**config.mk**
```make
export PLATFORM = sky130hd
export DESIGN_NAME = cpu_execute
export DESIGN_NICKNAME = d
export VERILOG_FILES = /design/src/common/cpu_types_pkg.sv /design/src/common/execute_ops_pkg.sv /design/src/execute/cpu_execute.sv /design/src/muldiv/cpu_divide.sv /design/src/muldiv/cpu_multiply.sv /design/src/verilog/cpu_alu.sv
export SDC_FILE = /design/constraint.sdc
export NUM_CORES = 2
export LEC_CHECK = 0
export BUFFER_PORTS_ARGS = -buffer_cell sky130_fd_sc_hd__clkbuf_2
export CORE_MARGIN = 10
export CORE_UTILIZATION = 45
export CTS_CLUSTER_SIZE = 10
export DETAILED_ROUTE_END_ITERATION = 7
export GPL_ROUTABILITY_DRIVEN = 1
export GPL_TIMING_DRIVEN = 0
export PLACE_DENSITY = 0.63
export SYNTH_ARGS = -nofsm -noshare
export SYNTH_HDL_FRONTEND = slang
export SYNTH_SLANG_ARGS = --single-unit
```
**constraint.sdc**
```tcl
create_clock -name i_clock -period 12.38 [get_ports i_clock]
set_input_delay 1.238 -clock i_clock [delete_from_list [all_inputs] [get_ports i_clock]]
set_output_delay 1.238 -clock i_clock [all_outputs]
set_load 0.05 [all_outputs]
```
**src/common/cpu_types_pkg.sv**
```systemverilog
// ==============================
// Machine word and register types shared by every block of the core
// Import where word, product or register widths are needed
// ==============================

package cpu_types_pkg;

	localparam int WORD_BITS = 32;
	localparam int REG_BITS = 5;

	// Data word, PC and address
	typedef logic [WORD_BITS-1:0] word_t;

	// Full multiplier product
	typedef logic [2*WORD_BITS-1:0] dword_t;

	// Register index, zero means no writeback
	typedef logic [REG_BITS-1:0] register_t;

	localparam register_t REG_ZERO = '0;

	// Access width code, byte / half / word
	typedef logic [1:0] mem_width_t;

endpackage

```
**src/common/execute_ops_pkg.sv**
```systemverilog
// ==============================
// Encodings decoded by the execute stage
// Classes, ALU ops, operand selects, mul/div ops and unit latencies
// ==============================

package execute_ops_pkg;

	// Instruction class, codes above CLASS_COMPLEX are invalid
	typedef logic [2:0] op_class_t;
	localparam op_class_t CLASS_ARITH = 3'd0;
	localparam op_class_t CLASS_JUMP = 3'd1;
	localparam op_class_t CLASS_BRANCH = 3'd2;
	localparam op_class_t CLASS_LOAD = 3'd3;
	localparam op_class_t CLASS_STORE = 3'd4;
	localparam op_class_t CLASS_COMPLEX = 3'd5;

	// ALU operation, comparisons return 0 or 1
	typedef logic [3:0] alu_op_t;
	localparam alu_op_t ALU_ADD = 4'd0;
	localparam alu_op_t ALU_SUB = 4'd1;
	localparam alu_op_t ALU_SLL = 4'd2;
	localparam alu_op_t ALU_SLT = 4'd3;
	localparam alu_op_t ALU_SLTU = 4'd4;
	localparam alu_op_t ALU_XOR = 4'd5;
	localparam alu_op_t ALU_SRL = 4'd6;
	localparam alu_op_t ALU_SRA = 4'd7;
	localparam alu_op_t ALU_OR = 4'd8;
	localparam alu_op_t ALU_AND = 4'd9;
	localparam alu_op_t ALU_EQ = 4'd10;
	localparam alu_op_t ALU_NE = 4'd11;
	localparam alu_op_t ALU_LT = 4'd12;
	localparam alu_op_t ALU_GE = 4'd13;
	localparam alu_op_t ALU_LTU = 4'd14;
	localparam alu_op_t ALU_GEU = 4'd15;

	// One-hot operand source, bit positions
	typedef logic [4:0] operand_sel_t;
	localparam int SEL_ZERO = 0;
	localparam int SEL_RS1 = 1;
	localparam int SEL_RS2 = 2;
	localparam int SEL_PC = 3;
	localparam int SEL_IMM = 4;

	// Multiply / divide group
	typedef logic [2:0] complex_op_t;
	localparam complex_op_t OP_MUL = 3'd0;
	localparam complex_op_t OP_MULH = 3'd1;
	localparam complex_op_t OP_MULHU = 3'd2;
	localparam complex_op_t OP_DIV = 3'd3;
	localparam complex_op_t OP_DIVU = 3'd4;
	localparam complex_op_t OP_REM = 3'd5;
	localparam complex_op_t OP_REMU = 3'd6;

	// Cycles from unit latch to ready
	localparam int MUL_LATENCY = 3;
	localparam int DIV_LATENCY = 34;

endpackage

```
**src/execute/cpu_execute.sv**
```systemverilog
// ==============================
// Execute stage, sits between decode and memory
// Toggle strobe in, toggle strobe out, one instruction at a time
// ==============================

module cpu_execute
	import cpu_types_pkg::*;
	import execute_ops_pkg::*;
(
	input  logic         i_clock,
	input  logic         i_reset,

	// From decode
	input  logic         i_strobe,
	input  word_t        i_pc,
	input  word_t        i_imm,
	input  word_t        i_rs1,
	input  word_t        i_rs2,
	input  register_t    i_inst_rd,
	input  op_class_t    i_class,
	input  alu_op_t      i_alu_operation,
	input  operand_sel_t i_alu_operand1,
	input  operand_sel_t i_alu_operand2,
	input  complex_op_t  i_complex_op,
	input  mem_width_t   i_memory_width,
	input  logic         i_memory_signed,
	input  logic         i_memory_busy,

	// Control
	output logic         o_busy,
	output logic         o_fault,
	output logic         o_jump,
	output word_t        o_jump_pc,

	// To memory
	output logic         o_strobe,
	output word_t        o_pc,
	output word_t        o_rd,
	output register_t    o_inst_rd,
	output logic         o_mem_read,
	output logic         o_mem_write,
	output mem_width_t   o_mem_width,
	output logic         o_mem_signed,
	output word_t        o_mem_address
);

	typedef enum logic [1:0] {
		STATE_IDLE,
		STATE_WAIT_MUL,
		STATE_WAIT_DIV
	} complex_state_t;

	complex_state_t state;
	logic last_strobe;
	logic pending;
	logic accept;
	logic complex_done;
	logic complete;

	function automatic word_t select_operand(operand_sel_t sel, word_t rs1, word_t rs2,
		word_t pc, word_t imm);
		word_t value;
		value = '0;
		case (1'b1)
			sel[SEL_ZERO]: value = '0;
			sel[SEL_RS1]: value = rs1;
			sel[SEL_RS2]: value = rs2;
			sel[SEL_PC]: value = pc;
			sel[SEL_IMM]: value = imm;
			default: value = '0;
		endcase
		return value;
	endfunction

	// ==============================
	// ALU

	word_t alu_operand1;
	word_t alu_operand2;
	word_t alu_result;
	word_t alu_sum;

	assign alu_operand1 = select_operand(i_alu_operand1, i_rs1, i_rs2, i_pc, i_imm);
	assign alu_operand2 = select_operand(i_alu_operand2, i_rs1, i_rs2, i_pc, i_imm);

	cpu_alu alu (
		.i_op(i_alu_operation),
		.i_op1(alu_operand1),
		.i_op2(alu_operand2),
		.o_result(alu_result),
		.o_sum(alu_sum)
	);

	// ==============================
	// Multiply / divide

	logic mul_latch;
	logic mul_signed;
	logic mul_ready;
	dword_t mul_result;
	logic div_latch;
	logic div_signed;
	logic div_ready;
	word_t div_quotient;
	word_t div_remainder;
	logic is_mul_op;

	// Operands come straight from decode, which holds them until o_strobe
	assign is_mul_op = (i_complex_op == OP_MUL) || (i_complex_op == OP_MULH) ||
		(i_complex_op == OP_MULHU);
	assign mul_signed = (i_complex_op == OP_MULH);
	assign div_signed = (i_complex_op == OP_DIV) || (i_complex_op == OP_REM);

	cpu_multiply multiply (
		.i_clock(i_clock),
		.i_reset(i_reset),
		.i_latch(mul_latch),
		.i_signed(mul_signed),
		.i_op1(i_rs1),
		.i_op2(i_rs2),
		.o_ready(mul_ready),
		.o_result(mul_result)
	);

	cpu_divide divide (
		.i_clock(i_clock),
		.i_reset(i_reset),
		.i_latch(div_latch),
		.i_signed(div_signed),
		.i_numerator(i_rs1),
		.i_denominator(i_rs2),
		.o_ready(div_ready),
		.o_result(div_quotient),
		.o_remainder(div_remainder)
	);

	// ==============================
	// Dispatch

	word_t pc_plus4;
	word_t jump_target;
	word_t complex_result;
	word_t rd_value;

	assign pending = (i_strobe != last_strobe);
	assign accept = pending && !i_memory_busy;
	assign o_busy = pending && (i_class == CLASS_COMPLEX);
	assign pc_plus4 = i_pc + 32'd4;

	// Ready still shows the previous result while the latch pulse is out
	assign complex_done = accept && (i_class == CLASS_COMPLEX) &&
		(((state == STATE_WAIT_MUL) && !mul_latch && mul_ready) ||
		((state == STATE_WAIT_DIV) && !div_latch && div_ready));

	always_comb begin
		complete = complex_done;
		case (i_class)
			CLASS_ARITH, CLASS_JUMP, CLASS_BRANCH, CLASS_LOAD, CLASS_STORE: complete = accept;
			default: ;
		endcase
	end

	always_comb begin
		case (i_complex_op)
			OP_MUL: complex_result = mul_result[31:0];
			OP_MULH, OP_MULHU: complex_result = mul_result[63:32];
			OP_DIV, OP_DIVU: complex_result = div_quotient;
			default: complex_result = div_remainder;
		endcase
	end

	always_comb begin
		jump_target = alu_sum;
		// Branch comparison result lands in ALU bit 0
		if (i_class == CLASS_BRANCH) begin
			jump_target = alu_result[0] ? (i_pc + i_imm) : pc_plus4;
		end
	end

	always_comb begin
		case (i_class)
			CLASS_JUMP: rd_value = pc_plus4;
			CLASS_STORE: rd_value = i_rs2;
			CLASS_COMPLEX: rd_value = complex_result;
			default: rd_value = alu_result;
		endcase
	end

	// ==============================
	// Control state

	always_ff @(posedge i_clock) begin
		if (i_reset) begin
			state <= STATE_IDLE;
			last_strobe <= 1'b0;
			o_strobe <= 1'b0;
			o_jump <= 1'b0;
			o_fault <= 1'b0;
			o_mem_read <= 1'b0;
			o_mem_write <= 1'b0;
			mul_latch <= 1'b0;
			div_latch <= 1'b0;
		end else begin
			o_jump <= 1'b0;
			mul_latch <= 1'b0;
			div_latch <= 1'b0;

			if (accept) begin
				case (i_class)
					CLASS_ARITH, CLASS_LOAD, CLASS_STORE: ;
					CLASS_JUMP, CLASS_BRANCH: o_jump <= 1'b1;
					CLASS_COMPLEX: begin
						if (state == STATE_IDLE) begin
							mul_latch <= is_mul_op;
							div_latch <= !is_mul_op;
							state <= is_mul_op ? STATE_WAIT_MUL : STATE_WAIT_DIV;
						end else if (complex_done) begin
							state <= STATE_IDLE;
						end
					end
					// Unknown class, stage stays stuck on it
					default: o_fault <= 1'b1;
				endcase
			end

			if (complete) begin
				last_strobe <= i_strobe;
				o_strobe <= ~o_strobe;
				o_mem_read <= (i_class == CLASS_LOAD);
				o_mem_write <= (i_class == CLASS_STORE);
			end
		end
	end

	// Result payload
	always_ff @(posedge i_clock) begin
		if (complete) begin
			o_pc <= i_pc;
			o_rd <= rd_value;
			o_inst_rd <= (i_class == CLASS_LOAD) ? REG_ZERO : i_inst_rd;
			o_jump_pc <= jump_target;
			o_mem_width <= i_memory_width;
			o_mem_signed <= i_memory_signed;
			o_mem_address <= alu_sum;
		end
	end

endmodule

```
**src/muldiv/cpu_divide.sv**
```systemverilog
// ==============================
// Iterative restoring divider, one quotient bit per cycle
// Pulse i_latch with operands, wait for o_ready
// ==============================

module cpu_divide
	import cpu_types_pkg::*;
	import execute_ops_pkg::*;
(
	input  logic  i_clock,
	input  logic  i_reset,
	input  logic  i_latch,
	input  logic  i_signed,
	input  word_t i_numerator,
	input  word_t i_denominator,
	output logic  o_ready,
	output word_t o_result,
	output word_t o_remainder
);

	// Zero when idle, 1..32 shift-subtract steps, last count fixes signs
	logic [5:0] cycle;
	word_t quotient_q;
	word_t remainder_q;
	word_t denominator_q;
	logic quotient_neg;
	logic remainder_neg;
	word_t numerator_abs;
	word_t denominator_abs;
	logic [32:0] trial;
	logic fix_step;

	assign numerator_abs = (i_signed && i_numerator[31]) ? -i_numerator : i_numerator;
	assign denominator_abs = (i_signed && i_denominator[31]) ? -i_denominator : i_denominator;
	assign trial = {remainder_q, quotient_q[31]} - {1'b0, denominator_q};
	assign fix_step = (cycle == 6'(DIV_LATENCY - 1));

	always_ff @(posedge i_clock) begin
		if (i_reset) begin
			cycle <= '0;
			o_ready <= 1'b0;
		end else if (i_latch) begin
			cycle <= 6'd1;
			o_ready <= 1'b0;
		end else if (fix_step) begin
			cycle <= '0;
			o_ready <= 1'b1;
		end else if (cycle != '0) begin
			cycle <= cycle + 6'd1;
		end
	end

	// Divide by zero falls out of the loop as all ones and the numerator,
	// as long as the quotient sign is left alone.
	// Most negative by minus one gives the numerator back the same way
	always_ff @(posedge i_clock) begin
		if (i_latch) begin
			quotient_q <= numerator_abs;
			remainder_q <= '0;
			denominator_q <= denominator_abs;
			quotient_neg <= i_signed && (i_numerator[31] ^ i_denominator[31]) &&
				(i_denominator != '0);
			remainder_neg <= i_signed && i_numerator[31];
		end else if (fix_step) begin
			o_result <= quotient_neg ? -quotient_q : quotient_q;
			o_remainder <= remainder_neg ? -remainder_q : remainder_q;
		end else if (cycle != '0) begin
			if (!trial[32]) begin
				remainder_q <= trial[31:0];
				quotient_q <= {quotient_q[30:0], 1'b1};
			end else begin
				// Restore, keep the shifted remainder
				remainder_q <= {remainder_q[30:0], quotient_q[31]};
				quotient_q <= {quotient_q[30:0], 1'b0};
			end
		end
	end

endmodule

```
**src/muldiv/cpu_multiply.sv**
```systemverilog
// ==============================
// Pipelined 32x32 multiplier, full 64-bit product
// Pulse i_latch with operands, result held once o_ready is high
// ==============================

module cpu_multiply
	import cpu_types_pkg::*;
	import execute_ops_pkg::*;
(
	input  logic   i_clock,
	input  logic   i_reset,
	input  logic   i_latch,
	input  logic   i_signed,
	input  word_t  i_op1,
	input  word_t  i_op2,
	output logic   o_ready,
	output dword_t o_result
);

	logic [MUL_LATENCY-1:0] valid;
	logic held;
	logic signed [32:0] op1_q;
	logic signed [32:0] op2_q;
	logic signed [49:0] part_lo;
	logic signed [49:0] part_hi;
	logic signed [65:0] product;

	// Upper half of op2 is weighted by 2^16
	assign product = (66'(part_hi) <<< 16) + 66'(part_lo);

	// Stays high until the next latch
	assign o_ready = valid[MUL_LATENCY-1] | held;

	always_ff @(posedge i_clock) begin
		if (i_reset) begin
			valid <= '0;
			held <= 1'b0;
		end else begin
			valid <= {valid[MUL_LATENCY-2:0], i_latch};
			if (i_latch) begin
				held <= 1'b0;
			end else if (valid[MUL_LATENCY-1]) begin
				held <= 1'b1;
			end
		end
	end

	always_ff @(posedge i_clock) begin
		// Extra top bit makes one signed multiply cover both modes
		if (i_latch) begin
			op1_q <= {i_signed & i_op1[31], i_op1};
			op2_q <= {i_signed & i_op2[31], i_op2};
		end
		if (valid[0]) begin
			part_lo <= op1_q * $signed({1'b0, op2_q[15:0]});
			part_hi <= op1_q * $signed(op2_q[32:16]);
		end
		if (valid[1]) begin
			o_result <= product[63:0];
		end
	end

endmodule

```
**src/verilog/cpu_alu.sv**
```systemverilog
// ==============================
// Combinational integer ALU
// Also gives the plain sum for address and jump targets
// ==============================

module cpu_alu
	import cpu_types_pkg::*;
	import execute_ops_pkg::*;
(
	input  alu_op_t i_op,
	input  word_t   i_op1,
	input  word_t   i_op2,
	output word_t   o_result,
	output word_t   o_sum
);

	logic [4:0] shamt;

	assign shamt = i_op2[4:0];

	// Wraps on overflow, same as the hardware address adder
	assign o_sum = i_op1 + i_op2;

	always_comb begin
		o_result = '0;
		case (i_op)
			ALU_ADD: o_result = o_sum;
			ALU_SUB: o_result = i_op1 - i_op2;
			ALU_SLL: o_result = i_op1 << shamt;
			ALU_SLT: o_result = word_t'($signed(i_op1) < $signed(i_op2));
			ALU_SLTU: o_result = word_t'(i_op1 < i_op2);
			ALU_XOR: o_result = i_op1 ^ i_op2;
			ALU_SRL: o_result = i_op1 >> shamt;
			ALU_SRA: o_result = word_t'($signed(i_op1) >>> shamt);
			ALU_OR: o_result = i_op1 | i_op2;
			ALU_AND: o_result = i_op1 & i_op2;
			// Branch compares
			ALU_EQ: o_result = word_t'(i_op1 == i_op2);
			ALU_NE: o_result = word_t'(i_op1 != i_op2);
			ALU_LT: o_result = word_t'($signed(i_op1) < $signed(i_op2));
			ALU_GE: o_result = word_t'($signed(i_op1) >= $signed(i_op2));
			ALU_LTU: o_result = word_t'(i_op1 < i_op2);
			ALU_GEU: o_result = word_t'(i_op1 >= i_op2);
			default: o_result = '0;
		endcase
	end

endmodule
```
Word level (Yosys, flattened, before mapping):

Index checks and enable logic that the tools add are counted.

* register bits after elaboration: 547
* output and inout bits: 142
* logic and storage cells: 177

* $add $sub $neg: 11
* multipliers: 2
* $lt $le $gt $ge: 4
* equality and inequality tests: 32
* shift-type cells: 3
* mux-type cells: 32
* bitwise logic cells: 14
* reductions and logical operators: 46

Operators with widths (number)
* 2-to-1 mux 32 bit: 20
* one-hot mux 32 bit (14 select lines): 1
* one-hot mux 32 bit (3 select lines): 2
* negator 32 bit: 4
* adder 32 bit: 2
* adder 64 x 50 -> 64 bit: 1
* >= comparator 32 bit: 2
* < comparator 32 bit: 2
* multiplier 33 x 17 -> 50 bit: 1
* multiplier 33 x 17 -> 48 bit: 1
* subtractor 33 x 32 -> 33 bit: 1
* adder 32 x 3 -> 32 bit, second input constant: 1
* AND 32 bit: 1
* == test 32 bit: 1
* == test 4 bit, second input constant: 8
* inequality test 32 bit: 1
* bitwise OR 32 bit: 1
* nonzero test 32 bit: 1
* << shifter 32 x 5 -> 32 bit: 1
* >> shifter 32 x 5 -> 32 bit: 1
* >>> shifter 32 x 5 -> 32 bit: 1
* subtractor 32 bit: 1
* bitwise XOR 32 bit: 1
* == test 4 x 3 -> 1 bit, second input constant: 4
* other kinds (33): 84

Longest topological paths before layout:

* word-level depth: 9
* gate-level depth with buffers: 27
* gate-level depth less buffers: 26

Modules after synthesis:

From an unflattened synthesis, not the netlist that was laid out.

* cell total of the unflattened synthesis: 8715
* area, all modules: 78037.3 um^2

By module, submodules not included
* cpu_multiply: times used 1, cells an instance 4830, area each 46624.7 um^2, seq. area each 6926.6 um^2
* cpu_execute: times used 1, cells an instance 1483, area each 11950.2 um^2, seq. area each 4284.1 um^2
* cpu_divide: times used 1, cells an instance 1099, area each 10428.8 um^2, seq. area each 4684.5 um^2
* cpu_alu: times used 1, cells an instance 1303, area each 9033.7 um^2, seq. area each 0.0 um^2

Least setup slack after synthesis:

OpenSTA, ideal clock, no wires.

* path type: in2reg
* start point: input port i_alu_operand2[3]
* end point: register o_jump_pc[31], data pin
* library setup time: 0.260 ns
* arrival time: 6.159 ns
* setup slack: 5.961 ns
* cell stages on the path: 22
* cell sequence: buf_2 > nand3b_1 > a221o_1 > a21o_1 > inv_1 > clkbuf_1 > buf_1 > buf_1 > ha_1 > inv_1 > fa_1 > a21oi_1 > nor4b_1 > nor4_1 > nor4_1 > nor2_1 > o21bai_1 > o21ai_0 > o21ai_0 > a211oi_4 > mux2_2 > mux2_2

* cells in the longest elaborated chain, start to end: 8
* elaborated cells between the ends (all ways): 21

Ends and longest elaborated chain
* start: declaration: RTL line cpu_execute.sv:23 `input operand_sel_t i_alu_operand2,`
* 2-to-1 mux 32 bit * (4 in series): RTL line cpu_execute.sv:64 `case (1'b1)`
* subtractor 32 bit, or another cell as far along: RTL line cpu_alu.sv:28 `ALU_SUB: o_result = i_op1 - i_op2;`
* one-hot mux 32 bit (14 select lines): RTL line cpu_alu.sv:26 `case (i_op)`
* 2-to-1 mux 32 bit: RTL line cpu_execute.sv:176 `jump_target = alu_result[0] ? (i_pc + i_imm) : pc_plus4;`
* 2-to-1 mux 32 bit *: RTL line cpu_execute.sv:175 `if (i_class == CLASS_BRANCH) begin`
* via jump_target[31]: RTL line cpu_execute.sv:141 `word_t jump_target;`
* end signal: assignment: RTL line cpu_execute.sv:241 `o_jump_pc <= jump_target;`
* end: declaration: RTL line cpu_execute.sv:33 `output word_t o_jump_pc,`

Mark *: on every way through the listed nets, which the timed path passes. The rest lies on a longest branch.
A chain may end at the register's enable or synchronous reset.

Final worst setup path:

* start point: input port i_alu_operand2[2]
* end point: register o_jump_pc[22], data pin

* cells in the longest elaborated chain, start to end: 7
* elaborated cells between the ends (all ways): 20

Ends and longest elaborated chain (RTL line)
* 2-to-1 mux 32 bit * (3 in series): cpu_execute.sv:64
* subtractor 32 bit, or another cell as far along: cpu_alu.sv:28
* one-hot mux 32 bit (14 select lines): cpu_alu.sv:26
* 2-to-1 mux 32 bit: cpu_execute.sv:176
* 2-to-1 mux 32 bit *: cpu_execute.sv:175
* via jump_target[22]: cpu_execute.sv:141

Marked as above.

==> results list <==
- Counting stages on the worst path, the most repeated cell is buf_2.
- Routed wire length: 341000 microns
- Largest net degree at the start of global routing: 93
- Sum of negative setup slack: 0 ps
- Once layout is complete, the utilization of the core stands at approximately 49%.
- Count of placed standard cells including taps: 11057
- After detailed routing, the average wire length per cell comes to between 30 and 40 microns.
* Longest individual stage delay on the worst path: 940 ps
- Switching Power: ~3.5 mW
- Achievable frequency: approximately 0.10 GHz
- In this run the cell area measured after placement is just over 80000 sq um.
* Cells traversed along the worst timing path: buf_2, clkinv_1, a31oi_1, a22oi_1, buf_2, buf_2, clkbuf_1, buf_1, ha_1, clkbuf_1, a21oi_1, nor4b_1, nor4_1, nor4_1, nor2_1, o21bai_1, o21ai_0, a211oi_4, buf_4, mux2i_1, mux2i_1
* Detail Route Antenna Nets: 0
* Violated checks: design-rule violations, max-capacitance violations, max-slew violations
- Registers take roughly 16000 sq um.
- The synthesized design contains just under 500 enable-type register cells.
* Number of distinct library cells after synthesis: 90
- Total gr overflow: 0
- Mapped Cells: between 8000 and 9000
- The worst setup path is captured at a flop.
* Number of antenna violations at the first check in global routing: 42
- For the worst flop-to-flop path, the logic depth is 24.
- The detailed router placed 68028 vias in this run.
* Levels on crit path: 21
- Setup repair bufs after CTS: 0
- Post-route cell area: roughly 84000 sq um
- Min Tclk post-route: 10010 ps
- Final setup violation count: 0
- The floorplan step defined a core boundary enclosing 169000 sq um.
* Global-route wire length before repair: roughly 480000 microns
* Via count normalized by instance count: between 6 and 7
* Classification of the worst setup path: in -> reg
- Worst Hold Path Cells: 0
- Number of I/O pins: around 300
- Clock edge transition at the registers on the reported setup and hold paths: 60 ps
* Maximum vdd drop: about 0.098 mV
* Proportion of power drawn by combinational gates: 45.0%
* Fill cells: ~16000
* Starting utilization of the core area: 45.3%
* Net Sw Frac: between 40% and 50%
* Async set-reset flop share out of synthesis: 0%
* Area Overhead vs Synth: 8.99%
* Power per cell area: about 98 nW/um^2
- HPWL after DPL: 286000 microns
* Number of buffers added by the clock tree synthesis step: 74
* Overall fraction of global-route tracks in use: around 36%
* Slew headroom: -16.7%
* Syn avg cell area: approximately 9 sq um
* Final Skew: ~35 ps
- Max-cap violations in this run came to 2.
- Unrepaired setup endpoints after global routing: false
- Critical path startpoint category: input pin
- Number of sinks on the clock net: approximately 550
- Row generation in the floorplan step produced around 150 rows.
- TritonCTS built the clock tree.
- The floorplan step defined a die boundary enclosing ~190000 sq um.
* Leading cell type in the layout, fill and taps excluded: inv_1
- Sequential cell area fraction in the yosys report: between 20% and 30%
* Worst Hold Launch: multiply.part_lo[11]
* # resized after CTS: 0
- Measured along the x axis, the die boundary spans about 430 microns.
- Type of the worst min-delay path: reg -> reg
- Final-stage net count: between 10000 and 15000
- Most used flip-flop cell after synthesis: edfxtp_1
* Slew at the pin closest to its max-slew limit: 1750 ps
- The finished layout holds 11226 standard cells, fillers aside.
- Worst path top cell family by delay: buffers and inverters
* Final Slew Violations: 35
* Required time at the endpoint of the critical path: around 13000 ps
* Outcome: complete, but fails checks
- Portion of total power attributed to sequential cells: about 30%
- Cell area after synthesis: 76800 sq um
* First-pass iteration count of the detailed router: 8
* Power share of the clock group: approximately 25%
- The multi-input combinational cells in the finished layout cover a total of around 54000 sq um.
- Arrival @ worst endpoint: ~10000 ps
* Most used cells in the layout excluding fill and tap cells: inv_1 (1358), fa_1 (1030), nand2_1 (956), edfxtp_1 (494), nor2_1 (486)
* Reg-to-reg slack, setup: 2620 ps
* Hold buffers post-CTS: 0
- The clock reaches the later pin of the worst-skew pair after a little under 700 ps.
- In this run the number of H-tree levels came out at 3.
* Number of global-route vias before repair: roughly 66000
- The worst hold path terminates at multiply.o_result[11].
* Port bufs: between 200 and 300
- Count of buffer and inverter cells on the critical path: 8
* Syn. warnings: 0
* Root Buffer: clkbuf_16
- GP Congestion: approximately 1.1
* Final count of hold timing violations: 0
* Share of layout cells above drive strength 1: 5.71%
- Counting flops and latches in the post-synthesis netlist gives around 550.
* Violation count after the first detailed-route iteration: slightly above 9000
- Final period utilization: around four fifths
- Internal power contribution: around 4.7 mW
- The clock passes through at most 3 buffers.
- Worst flop-to-flop path endpoint: multiply.part_lo[44]
- Standby leakage power: around 38 nW
- Die Height: between 400 and 500 microns
- After detailed routing, the number of remaining DRC violations is 1.
- The worst register-to-register path begins at multiply.op2_q[8].
- The number of nets handed over by synthesis was just over 10000.
- Critical-path cell with the highest stage delay: mux2i_1
- Largest fanout on the critical path: 11
-- layer usage --
layer | track usage, % | part of all wire (%) | vias to the layer above
met3 | 10.2 | 12 | 758
met2 | 51.4 | 42 | 3994
li1 | - | - | 28777
met1 | 47.8 | 40 | 34475
met5 | 0 | 0.052 | -
met4 | 19.3 | 6.3 | 24
-- synth_stat cells (all sizes together) (42+ instances only) --
cell type / number / area share (%)
buf: 58 / 0.36
clkbuf: 408 / 2.0
ha: 448 / 7.3
o21ai: 378 / 2.5
inv: 1360 / 6.6
a21o: 109 / 1.1
nor2: 487 / 2.4
nor3: 96 / 0.63
nand2: 956 / 4.7
o31ai: 43 / 0.44
a21oi: 447 / 2.9
xor2: 119 / 1.4
a221o: 64 / 0.83
dfxtp: 53 / 1.4
a211oi: 98 / 0.97
nor2b: 83 / 0.68
fa: 1030 / 27
xnor2: 291 / 3.3
mux2i: 194 / 2.5
nand3: 109 / 0.71
nand2b: 87 / 0.71
a31oi: 42 / 0.34
edfxtp: 494 / 19
and2: 460 / 3.7
-- power groups by stage --
stage               registers (mW)  logic, mW  clock network [mW]
floorplan                     2.49       2.28                   0
global placement              2.48       3.55                   0
detailed placement            2.48       3.59                   0
CTS                           2.44       3.61                2.11
global route                  2.46       3.98                2.18
finish                        2.45       3.70                2.08
-- worst max path at each step --
| stage | from | end | slack (ps) |
|---|---|---|---|
| 2_1_floorplan | i_alu_operand2[3] | o_jump_pc[31] | 5960 |
| 6_report | i_alu_operand2[2] | o_jump_pc[22] | 2370 |
| 4_1_cts | i_alu_operand2[2] | o_jump_pc[22] | 2840 |
| 5_1_grt | multiply.op2_q[3] | multiply.part_lo[44] | 2430 |
| 3_5_place_dp | i_alu_operand2[2] | o_jump_pc[22] | 2100 |
| 3_3_place_gp | i_alu_operand2[2] | o_rd[31] | 1320 |
-- stage by stage --
step	hold WS (ps)	power [mW]	setup WS, ps
4_1_cts	419	8.16	2840
3_5_place_dp	408	6.07	2100
3_3_place_gp	401	6.03	1320
2_1_floorplan	400	4.76	5960
6_report	418	8.23	2370
5_1_grt	422	8.61	2430
-- cells by family (layout without fill, tap and decap cells) --
kind of cell / count (synthesis) / after routing / synth area share [%]
other cells: 0 / 38 / 0
flops: 547 / 547 / 20.7
mux: 229 / 229 / 3.07
simple gates: 2483 / 2483 / 15.4
compound gates: 1555 / 1555 / 13.0
xor+xnor: 410 / 410 / 4.68
fa+ha+maj: 1478 / 1478 / 34.1
buf+inv: 1831 / 2268 / 9.03
-- cell type report --
type | instances | share of cell area, %
Antenna cell | 38 | 0.114
Buffer | 466 | 2.16
Clock buffer | 101 | 2.35
Clock inverter | 28 | 0.399
Inverter | 1365 | 6.13
Multi-Input combinational cell | 6155 | 64.5
Sequential cell | 547 | 19.0
Tap cell | 2218 | 3.31
Timing Repair Buffer | 308 | 2.01
-- flip-flops by register name, indices dropped and copies added (netlist names), 2 cells and up --
register,cells
multiply.o_result,64
multiply.part_lo,50
multiply.part_hi,48
multiply.op1_q,33
multiply.op2_q,33
divide.denominator_q,32
divide.o_remainder,32
divide.o_result,32
divide.quotient_q,32
divide.remainder_q,32
o_jump_pc,32
o_mem_address,32
o_pc,32
o_rd,32
divide.cycle,6
o_inst_rd,5
multiply.valid,3
o_mem_width,2
state,2
-- worst register-to-register path, cell delays in order (launching register included) --
cell	delay [ps]
edfxtp_1	900
clkbuf_1	890
nand2_1	200
fa_1	580
inv_1	60
fa_1	490
inv_1	60
fa_1	550
inv_1	60
fa_1	450
fa_1	490
inv_1	50
fa_1	470
inv_1	40
ha_1	310
inv_1	100
nor4_1	290
o41ai_1	180
a21oi_1	360
o21ai_0	400
a21oi_1	420
o21ai_0	440
o21ai_0	570
a31oi_1	170
xnor2_1	860
Note: power is estimated with default switching activity, not from simulation.
